### config.mk
export PLATFORM = sky130hd
export DESIGN_NAME = bb_header_bitp
export DESIGN_NICKNAME = d
export VERILOG_FILES = /design/src/logic/bb_pkg.sv /design/src/logic/lfsr_if.sv /design/src/logic/hec_gen.sv /design/src/logic/whitener.sv /design/src/logic/header_tx.sv /design/src/logic/header_rx.sv /design/src/logic/bb_header_bitp.sv
export SDC_FILE = /design/constraint.sdc
export NUM_CORES = 1
export LEC_CHECK = 0
export ABC_AREA = 1
export BUFFER_PORTS_ARGS = -buffer_cell sky130_fd_sc_hd__buf_2
export CAP_MARGIN = 20
export CORE_AREA = 2 2 102 104
export DETAILED_ROUTE_END_ITERATION = 10
export DIE_AREA = 0 0 104 106
export PLACE_DENSITY = 0.63
export SLEW_MARGIN = 20
export SYNTH_ARGS = -nofsm -noshare
export SYNTH_HDL_FRONTEND = slang
export SYNTH_SLANG_ARGS = --single-unit
### constraint.sdc
create_clock -name clk_6M -period 1.6 [get_ports clk_6M]
set_input_delay 0.16 -clock clk_6M [delete_from_list [all_inputs] [get_ports clk_6M]]
set_output_delay 0.16 -clock clk_6M [all_outputs]
set_load 0.01 [all_outputs]
### src/logic/bb_pkg.sv
`default_nettype none

package bb_pkg;

  // header field widths
  typedef logic [2:0] lt_addr_t;
  typedef logic [3:0] pk_type_t;
  typedef logic [7:0] uap_t;
  typedef logic [7:0] hec_t;
  typedef logic [6:0] wh_state_t;
  typedef logic [5:0] clk_seed_t;

  // LT_ADDR, TYPE, FLOW, ARQN, SEQN
  localparam int HDR_INFO_BITS = 10;
  localparam int HDR_BITS      = HDR_INFO_BITS + $bits(hec_t);

  // D8+D7+D5+D2+D+1, D8 term implied by the shift out
  localparam hec_t HEC_POLY = 8'b1010_0111;

  // D7+D4+1, D7 term implied
  localparam wh_state_t WH_POLY = 7'b001_0001;

  // whitening seed always carries a one above CLK[6:1]
  localparam wh_state_t WH_TOP = 7'b100_0000;

  // shared by both header sequencers
  typedef enum logic {
    ST_IDLE,
    ST_BUSY
  } hdr_state_t;

endpackage

`default_nettype wire

### src/logic/lfsr_if.sv
`timescale 1ns/1ps
`default_nettype none

interface lfsr_if #(
  parameter int WIDTH = 8
);

  logic             load;
  logic [WIDTH-1:0] seed;
  logic             step;
  logic [WIDTH-1:0] state;

  modport user (output load, seed, step, input state);
  modport core (input load, seed, step, output state);

endinterface

`default_nettype wire

### src/logic/hec_gen.sv
`timescale 1ns/1ps
`default_nettype none

module hec_gen import bb_pkg::*; (
  input  logic   clk_6M,
  input  logic   rstz,
  lfsr_if.core   lfsr,
  input  logic   din
);

  hec_t hec_q;
  logic fb;

  assign fb = din ^ hec_q[$bits(hec_t)-1];

  always_ff @(posedge clk_6M or negedge rstz)
  begin
    if (!rstz)
      hec_q <= '0;
    else if (lfsr.load)
      hec_q <= lfsr.seed;   // uap seed
    else if (lfsr.step)
    begin
      if (fb)
        hec_q <= {hec_q[$bits(hec_t)-2:0], 1'b0} ^ HEC_POLY;
      else
        hec_q <= {hec_q[$bits(hec_t)-2:0], 1'b0};
    end
  end

  assign lfsr.state = hec_q;

endmodule

`default_nettype wire

### src/logic/whitener.sv
`timescale 1ns/1ps
`default_nettype none

module whitener import bb_pkg::*; (
  input  logic clk_6M,
  input  logic rstz,
  lfsr_if.core lfsr
);

  wh_state_t wh_q;
  logic      msb;

  assign msb = wh_q[$bits(wh_state_t)-1];

  // galois form, msb is the whitening bit
  always_ff @(posedge clk_6M or negedge rstz)
  begin
    if (!rstz)
      wh_q <= '0;
    else if (lfsr.load)
      wh_q <= lfsr.seed;
    else if (lfsr.step)
    begin
      if (msb)
        wh_q <= {wh_q[$bits(wh_state_t)-2:0], 1'b0} ^ WH_POLY;
      else
        wh_q <= {wh_q[$bits(wh_state_t)-2:0], 1'b0};
    end
  end

  assign lfsr.state = wh_q;

endmodule

`default_nettype wire

### src/logic/header_tx.sv
`timescale 1ns/1ps
`default_nettype none

module header_tx import bb_pkg::*; #(
  parameter int REP_FACTOR = 3
) (
  input  logic      clk_6M,
  input  logic      rstz,
  input  logic      bit_tick,
  input  logic      tx_st_p,
  input  logic      whiten_en,
  input  uap_t      uap,
  input  clk_seed_t clk_seed,
  input  lt_addr_t  tx_lt_addr,
  input  pk_type_t  tx_pk_type,
  input  logic      tx_flow,
  input  logic      tx_arqn,
  input  logic      tx_seqn,
  output logic      txbit,
  output logic      txbit_period
);

  localparam int CNT_W = $clog2(HDR_BITS);
  localparam int REP_W = $clog2(REP_FACTOR + 1);

  hdr_state_t               state;
  logic [CNT_W-1:0]         hdr_cnt;
  logic [REP_W-1:0]         rep_cnt;
  logic [HDR_INFO_BITS-1:0] info_q;
  logic                     whiten_q;
  logic                     start;
  logic                     bit_adv;
  logic                     hec_phase;
  logic                     hdr_bit;

  lfsr_if #(.WIDTH($bits(hec_t)))      hec_if ();
  lfsr_if #(.WIDTH($bits(wh_state_t))) wh_if ();

  assign start     = tx_st_p && (state == ST_IDLE);
  assign bit_adv   = bit_tick && (state == ST_BUSY) && (rep_cnt == REP_W'(REP_FACTOR - 1));
  assign hec_phase = (hdr_cnt >= CNT_W'(HDR_INFO_BITS));

  // din equal to the msb turns a step into a plain shift for the hec bits
  assign hdr_bit = hec_phase ? hec_if.state[$bits(hec_t)-1] : info_q[0];

  assign hec_if.load = start;
  assign hec_if.seed = uap;
  assign hec_if.step = bit_adv;
  assign wh_if.load  = start;
  assign wh_if.seed  = WH_TOP | wh_state_t'(clk_seed);
  assign wh_if.step  = bit_adv;   // steps even with whitening off

  hec_gen hec_gen_i (
    .clk_6M (clk_6M),
    .rstz   (rstz),
    .lfsr   (hec_if),
    .din    (hdr_bit)
  );

  whitener whitener_i (
    .clk_6M (clk_6M),
    .rstz   (rstz),
    .lfsr   (wh_if)
  );

  always_ff @(posedge clk_6M or negedge rstz)
  begin
    if (!rstz)
    begin
      state   <= ST_IDLE;
      hdr_cnt <= '0;
      rep_cnt <= '0;
    end
    else if (start)
    begin
      state   <= ST_BUSY;
      hdr_cnt <= '0;
      rep_cnt <= '0;
    end
    else if (bit_tick && (state == ST_BUSY))
    begin
      if (bit_adv)
      begin
        rep_cnt <= '0;
        hdr_cnt <= hdr_cnt + 1'b1;
        if (hdr_cnt == CNT_W'(HDR_BITS - 1))
          state <= ST_IDLE;
      end
      else
        rep_cnt <= rep_cnt + 1'b1;
    end
  end

  // lsb goes out first
  always_ff @(posedge clk_6M)
  begin
    if (start)
    begin
      info_q   <= {tx_seqn, tx_arqn, tx_flow, tx_pk_type, tx_lt_addr};
      whiten_q <= whiten_en;
    end
    else if (bit_adv)
      info_q <= info_q >> 1;
  end

  assign txbit_period = (state == ST_BUSY);
  assign txbit = txbit_period & (hdr_bit ^ (whiten_q & wh_if.state[$bits(wh_state_t)-1]));

endmodule

`default_nettype wire

### src/logic/header_rx.sv
`timescale 1ns/1ps
`default_nettype none

module header_rx import bb_pkg::*; #(
  parameter int REP_FACTOR = 3
) (
  input  logic      clk_6M,
  input  logic      rstz,
  input  logic      bit_tick,
  input  logic      rx_st_p,
  input  logic      whiten_en,
  input  uap_t      uap,
  input  clk_seed_t clk_seed,
  input  lt_addr_t  my_lt_addr,
  input  logic      rxbit,
  output logic      hdr_done_p,
  output logic      hec_good,
  output logic      lt_addressed,
  output lt_addr_t  dec_lt_addr,
  output pk_type_t  dec_pk_type,
  output logic      dec_flow,
  output logic      dec_arqn,
  output logic      dec_seqn
);

  localparam int CNT_W = $clog2(HDR_BITS);
  localparam int REP_W = $clog2(REP_FACTOR + 1);

  hdr_state_t               state;
  logic [CNT_W-1:0]         hdr_cnt;
  logic [REP_W-1:0]         rep_cnt;
  logic [REP_W-1:0]         ones_cnt;
  logic [REP_W-1:0]         ones_tot;
  logic [HDR_INFO_BITS-1:0] field_q;
  logic                     whiten_q;
  logic                     err_q;
  logic                     start;
  logic                     sample;
  logic                     bit_adv;
  logic                     hdr_end;
  logic                     hec_phase;
  logic                     voted;
  logic                     dbit;
  logic                     hec_msb;
  logic                     hec_ok;

  lfsr_if #(.WIDTH($bits(hec_t)))      hec_if ();
  lfsr_if #(.WIDTH($bits(wh_state_t))) wh_if ();

  assign start     = rx_st_p && (state == ST_IDLE);
  assign sample    = bit_tick && (state == ST_BUSY);
  assign bit_adv   = sample && (rep_cnt == REP_W'(REP_FACTOR - 1));
  assign hdr_end   = bit_adv && (hdr_cnt == CNT_W'(HDR_BITS - 1));
  assign hec_phase = (hdr_cnt >= CNT_W'(HDR_INFO_BITS));

  // majority over the group including the bit sampled now
  assign ones_tot = ones_cnt + REP_W'(rxbit);
  assign voted    = (ones_tot > REP_W'(REP_FACTOR / 2));
  assign dbit     = voted ^ (whiten_q & wh_if.state[$bits(wh_state_t)-1]);
  assign hec_msb  = hec_if.state[$bits(hec_t)-1];
  assign hec_ok   = !(err_q || (dbit ^ hec_msb));   // last bit is always a hec bit

  assign hec_if.load = start;
  assign hec_if.seed = uap;
  assign hec_if.step = bit_adv;
  assign wh_if.load  = start;
  assign wh_if.seed  = WH_TOP | wh_state_t'(clk_seed);
  assign wh_if.step  = bit_adv;

  hec_gen hec_gen_i (
    .clk_6M (clk_6M),
    .rstz   (rstz),
    .lfsr   (hec_if),
    .din    (hec_phase ? hec_msb : dbit)
  );

  whitener whitener_i (
    .clk_6M (clk_6M),
    .rstz   (rstz),
    .lfsr   (wh_if)
  );

  always_ff @(posedge clk_6M or negedge rstz)
  begin
    if (!rstz)
    begin
      state    <= ST_IDLE;
      hdr_cnt  <= '0;
      rep_cnt  <= '0;
      ones_cnt <= '0;
      err_q    <= 1'b0;
    end
    else if (start)
    begin
      state    <= ST_BUSY;
      hdr_cnt  <= '0;
      rep_cnt  <= '0;
      ones_cnt <= '0;
      err_q    <= 1'b0;
    end
    else if (sample)
    begin
      if (bit_adv)
      begin
        rep_cnt  <= '0;
        ones_cnt <= '0;
        hdr_cnt  <= hdr_cnt + 1'b1;
        if (hec_phase)
          err_q <= err_q | (dbit ^ hec_msb);
        if (hdr_end)
          state <= ST_IDLE;
      end
      else
      begin
        rep_cnt  <= rep_cnt + 1'b1;
        ones_cnt <= ones_tot;
      end
    end
  end

  always_ff @(posedge clk_6M or negedge rstz)
  begin
    if (!rstz)
    begin
      hdr_done_p   <= 1'b0;
      hec_good     <= 1'b0;
      lt_addressed <= 1'b0;
    end
    else
    begin
      hdr_done_p <= hdr_end;
      if (hdr_end)
      begin
        hec_good     <= hec_ok;
        lt_addressed <= hec_ok && (field_q[2:0] == my_lt_addr);
      end
    end
  end

  // first info bit ends up in bit 0
  always_ff @(posedge clk_6M)
  begin
    if (start)
      whiten_q <= whiten_en;
    if (bit_adv && !hec_phase)
      field_q <= {dbit, field_q[HDR_INFO_BITS-1:1]};
    if (hdr_end)
    begin
      dec_lt_addr <= field_q[2:0];
      dec_pk_type <= field_q[6:3];
      dec_flow    <= field_q[7];
      dec_arqn    <= field_q[8];
      dec_seqn    <= field_q[9];
    end
  end

endmodule

`default_nettype wire

### src/logic/bb_header_bitp.sv
`timescale 1ns/1ps
`default_nettype none

module bb_header_bitp import bb_pkg::*; #(
  parameter int REP_FACTOR = 3   // odd, 1/3 fec by default
) (
  input  logic      clk_6M,
  input  logic      rstz,
  input  logic      bit_tick,
  input  logic      tx_st_p,
  input  logic      rx_st_p,
  input  logic      whiten_en,
  input  uap_t      uap,
  input  clk_seed_t clk_seed,
  input  lt_addr_t  tx_lt_addr,
  input  pk_type_t  tx_pk_type,
  input  logic      tx_flow,
  input  logic      tx_arqn,
  input  logic      tx_seqn,
  input  lt_addr_t  my_lt_addr,
  input  logic      rxbit,
  output logic      txbit,
  output logic      txbit_period,
  output logic      hdr_done_p,
  output logic      hec_good,
  output logic      lt_addressed,
  output lt_addr_t  dec_lt_addr,
  output pk_type_t  dec_pk_type,
  output logic      dec_flow,
  output logic      dec_arqn,
  output logic      dec_seqn
);

  header_tx #(.REP_FACTOR(REP_FACTOR)) header_tx_i (
    .clk_6M       (clk_6M),
    .rstz         (rstz),
    .bit_tick     (bit_tick),
    .tx_st_p      (tx_st_p),
    .whiten_en    (whiten_en),
    .uap          (uap),
    .clk_seed     (clk_seed),
    .tx_lt_addr   (tx_lt_addr),
    .tx_pk_type   (tx_pk_type),
    .tx_flow      (tx_flow),
    .tx_arqn      (tx_arqn),
    .tx_seqn      (tx_seqn),
    .txbit        (txbit),
    .txbit_period (txbit_period)
  );

  header_rx #(.REP_FACTOR(REP_FACTOR)) header_rx_i (
    .clk_6M       (clk_6M),
    .rstz         (rstz),
    .bit_tick     (bit_tick),
    .rx_st_p      (rx_st_p),
    .whiten_en    (whiten_en),
    .uap          (uap),
    .clk_seed     (clk_seed),
    .my_lt_addr   (my_lt_addr),
    .rxbit        (rxbit),
    .hdr_done_p   (hdr_done_p),
    .hec_good     (hec_good),
    .lt_addressed (lt_addressed),
    .dec_lt_addr  (dec_lt_addr),
    .dec_pk_type  (dec_pk_type),
    .dec_flow     (dec_flow),
    .dec_arqn     (dec_arqn),
    .dec_seqn     (dec_seqn)
  );

endmodule

`default_nettype wire

==> out/results.tsv <==
stage	metric	value	unit
run_status	outcome	complete, but fails checks	
run_status	failed_checks	negative setup slack	
die	ios	49	
clocking	cts_root_buf	clkbuf_8	
sta	final_max_slew_viol_count	0	
cells_and_area	antennaDiodeCount	0	
routing	vias_per_cell	4.79	
cells_and_area	fillers	984	
place	dp_hpwl	5560	um
routing	ant_nets	0	
critical_path	cp.required	1.44	ns
grt	grt_max_degree	53	
sta	tightest_slew	0.290	ns
sta	final.setup.worst_slack	-0.292	ns
synth	syn_inst	427	
synth	ys_seq_area_frac	0.581	
place	portBuffers	48	
synth	synth_top_family_by_area	simple AND/OR/NAND/NOR gates	
die	core-area	0.0100	mm2
power	p_switching	0.00298	W
sta	timing.hold.ws	0.0268	ns
clocking	clk_latency	0.36	ns
clocking	cts_num_sinks	84	
routing	post-route-drc-count	0	
power	p_comb_frac	0.350	
place	dp_cells	614	
synth	async_flop_share	0.619	
routing	vias	3047	
sta	timing.slew.headroom	0.807	
clocking	cts_tree	yes	
sta	skew	0.0129	ns
routing	wire_per_inst	12.6	um
sta	hold_violations	0	
power	p_leak	2.19	nW
synth	yosys_warnings	0	
grt	antenna_found_initial	0	
die	dieWidth	104	um
routing	routed_wl	8040	um
synth	synth-simple-area-share	0.234	
power	total_power	0.00813	W
clocking	clock_path_buffers	2	
synth	syn_area_per_cell	9.12	um2
grt	grt_pass1_wl	13400	um
synth	yosysTopAreaCell	dfrtp_1	
synth	synth_compound_area_frac	0.0926	
power	p_seq_frac	0.414	
synth	synth_ff_type	dfrtp_1	
synth	yosys-top-cells-area	dfrtp_1 (33%), edfxtp_1 (25%), nand2_1 (12%)	
clocking	path_clk_slew	0.09	ns
routing	dr.pass1.iters	4	
sta	finalCriticalPeriod	1.89	ns
synth	synth_fa_ha_area_frac	0.0225	
synth	synth_xor_area_frac	0.00450	
critical_path	start_kind	flip-flop	
power	p_int	0.00516	W
power	clkPwrFrac	0.235	
critical_path	max_stage_delay	0.43	ns
job	maxCapViolCount	0	
hold_path	holdCritPathClass	in -> reg	
cells_and_area	drive_gt1_frac	0.238	
critical_path	cp_data_arrival_time	1.73	ns
synth	synth_mux_area_frac	0	
critical_path	crit_path_cell_trace	ha_4 -> nor2_1 -> nand2_1 -> nand2_2 -> nand2_2 -> nand2_2 -> o21ai_2 -> o21ai_1 -> nand2_1 -> nor2_1 -> buf_2	
critical_path	worst_path_max_delay_cell	dfrtp_1	
synth	ys_seq_elements	84	
power	peakVddDrop	0.849	mV
power	swShare	0.366	
sta	setup_viol	6	
synth	synth.cell_area	0.00389	mm2
clocking	htree_levels	3	
power	powerDensity	1710	mW/mm2
grt	grt.total_usage	0.149	
synth	syn-num-nets	468	
die	initial_core_util	0.389	
die	num_rows	37	
critical_path	crit_fanout	3	
synth	synth-edff-count	32	
cells_and_area	stdcell_count	636	
die	dieHeight	106	um
critical_path	cpMostUsedCell	nand2_2	
cells_and_area	syn2layout_area_growth	22.5	%
clocking	numCtsBuffers	9	
die	die_area	0.0110	mm2
critical_path	crit_type	reg -> out	
cells_and_area	fin_nets	536	
sta	period_share	1.18	
synth	yosysTopAreaCellShare	0.334	
critical_path	end_kind	primary output	
sta	fmax	529	MHz
place	gp_congestion	0.792	
sta	rsz0062_at_grt	true	
grt	grt-ovfl-total	0	
routing	drtIter0Drc	141	
grt	grt_pass1_vias	2841	
synth	ys_types	34	
-- registers in the layout, indices dropped and copies added (netlist names), 3 cells and up --
register,cells
header_rx_i.whitener_i.lfsr.state,7
header_rx_i.field_q,10
header_tx_i.hdr_cnt,5
header_tx_i.hec_gen_i.lfsr.state,8
header_rx_i.dec_lt_addr,3
header_rx_i.hec_gen_i.lfsr.state,8
header_tx_i.info_q,10
header_tx_i.whitener_i.lfsr.state,7
header_rx_i.hdr_cnt,5
header_rx_i.dec_pk_type,4
-- routing by layer --
layer  vias up  global-route usage  routed length (um)  share of wire
met5         -                   0                   0              0
li1       1546                   -                   -              -
met1      1410               0.197                3850           0.48
met2        80               0.250                3710           0.46
met4         0              0.0309                  89          0.011
met3        11              0.0362                 388          0.048
-- final timing paths --
check | from | to | slack [ns] | cells past startpoint
worst max register to register | header_tx_i.hdr_cnt[0] | header_tx_i.hec_gen_i.lfsr.state[7] | -0.13 | 14
worst min-delay path | whiten_en | header_tx_i.whiten_q | 0.03 | 1
worst min register to register | header_rx_i.field_q[8] | header_rx_i.dec_arqn | 0.46 | 0
max in group asynchronous | rstz | header_rx_i.hec_gen_i.lfsr.state[0] | 1.04 | 3
worst max-delay path | header_tx_i.hdr_cnt[1] | txbit | -0.29 | 11
min in group asynchronous | rstz | header_tx_i.whitener_i.lfsr.state[4] | 0.32 | 3
-- power by group through the flow --
stage / clock, W / combinational (W) / sequential, W
after floorplan: 0 / 0.00192 / 0.00332
after global placement: 0 / 0.00252 / 0.00338
after detailed placement: 0 / 0.00262 / 0.00339
after CTS: 0.00196 / 0.00264 / 0.00337
after global routing: 0.00203 / 0.00326 / 0.00346
final: 0.00192 / 0.00285 / 0.00337
-- critical path: cells and delay by family (launching register included) --
family,cells,cell delay (ns)
AND/OR/NAND/NOR,7,0.54
adder cells (fa/ha/maj),1,0.16
flip-flops,1,0.43
AO/OA/AOI/OAI,2,0.12
buffers and inverters,1,0.13
-- through the flow --
stage	setup slack, ns	cell area [um2]	TNS (ns)	utilization
after detailed placement	0.0105	4380	0	0.438
after global routing	-0.446	4770	-1.59	0.477
final	-0.292	4770	-0.820	0.477
after CTS	-0.288	4650	-0.288	0.465
after global placement	0.0348	4380	0	0.438
after floorplan	0.0482	3890	0	-
-- synth_stat cells (all sizes together), types with 3 or more instances --
master / n
a21oi: 8
inv: 44
ha: 7
dfrtp: 52
o21ai: 31
nand2: 135
edfxtp: 32
nand4: 7
nand3: 27
o211ai: 7
nor2: 37
nor3: 3
a31oi: 12
buf: 13
-- cell type report --
cell class / instances / area, um2 / share of cell area
clock buffer: 9 / 124 / 0.0260
clock inverter: 7 / 128 / 0.0268
inverter: 46 / 174 / 0.0365
multi-input combinational: 284 / 1450 / 0.304
sequential: 84 / 2260 / 0.475
tap: 136 / 170 / 0.0357
timing repair buffer: 70 / 460 / 0.0966
-- what timing repair did --
action / CTS / global route
endpoints found under the setup margin: 1 / 15
resized for setup: 5 / 21
hold buffers: 1 / 0
buffers inserted: 0 / 5
pin swaps: 1 / 6
endpoints found under the hold margin: 52 / 0
-- placed cells by master (no fill, tap or decap), types with 2 or more instances in the layout --
cell type,instances
nand2_1,122
dfrtp_1,52
buf_2,48
inv_1,40
nor2_1,32
edfxtp_1,32
o21ai_0,22
nand3_1,22
buf_4,14
a31oi_1,12
nand2_2,9
clkbuf_8,9
a21oi_1,8
nand4_1,7
o21ai_1,7
o211ai_1,7
nand3_2,5
ha_1,5
inv_2,4
nor2_2,4
nand2_4,4
buf_6,4
bufinv_16,3
inv_6,3
buf_12,3
o21ai_2,2
nor3_1,2
o22ai_1,2
xnor2_1,2
-- cells by family after synthesis --
kind of cell             count (synthesis)
AO/OA/AOI/OAI                           63
XOR/XNOR                                 2
adder cells (fa/ha/maj)                  7
buffers and inverters                   59
flip-flops                              84
AND/OR/NAND/NOR                        212
Power figures use the tool's default switching activity.
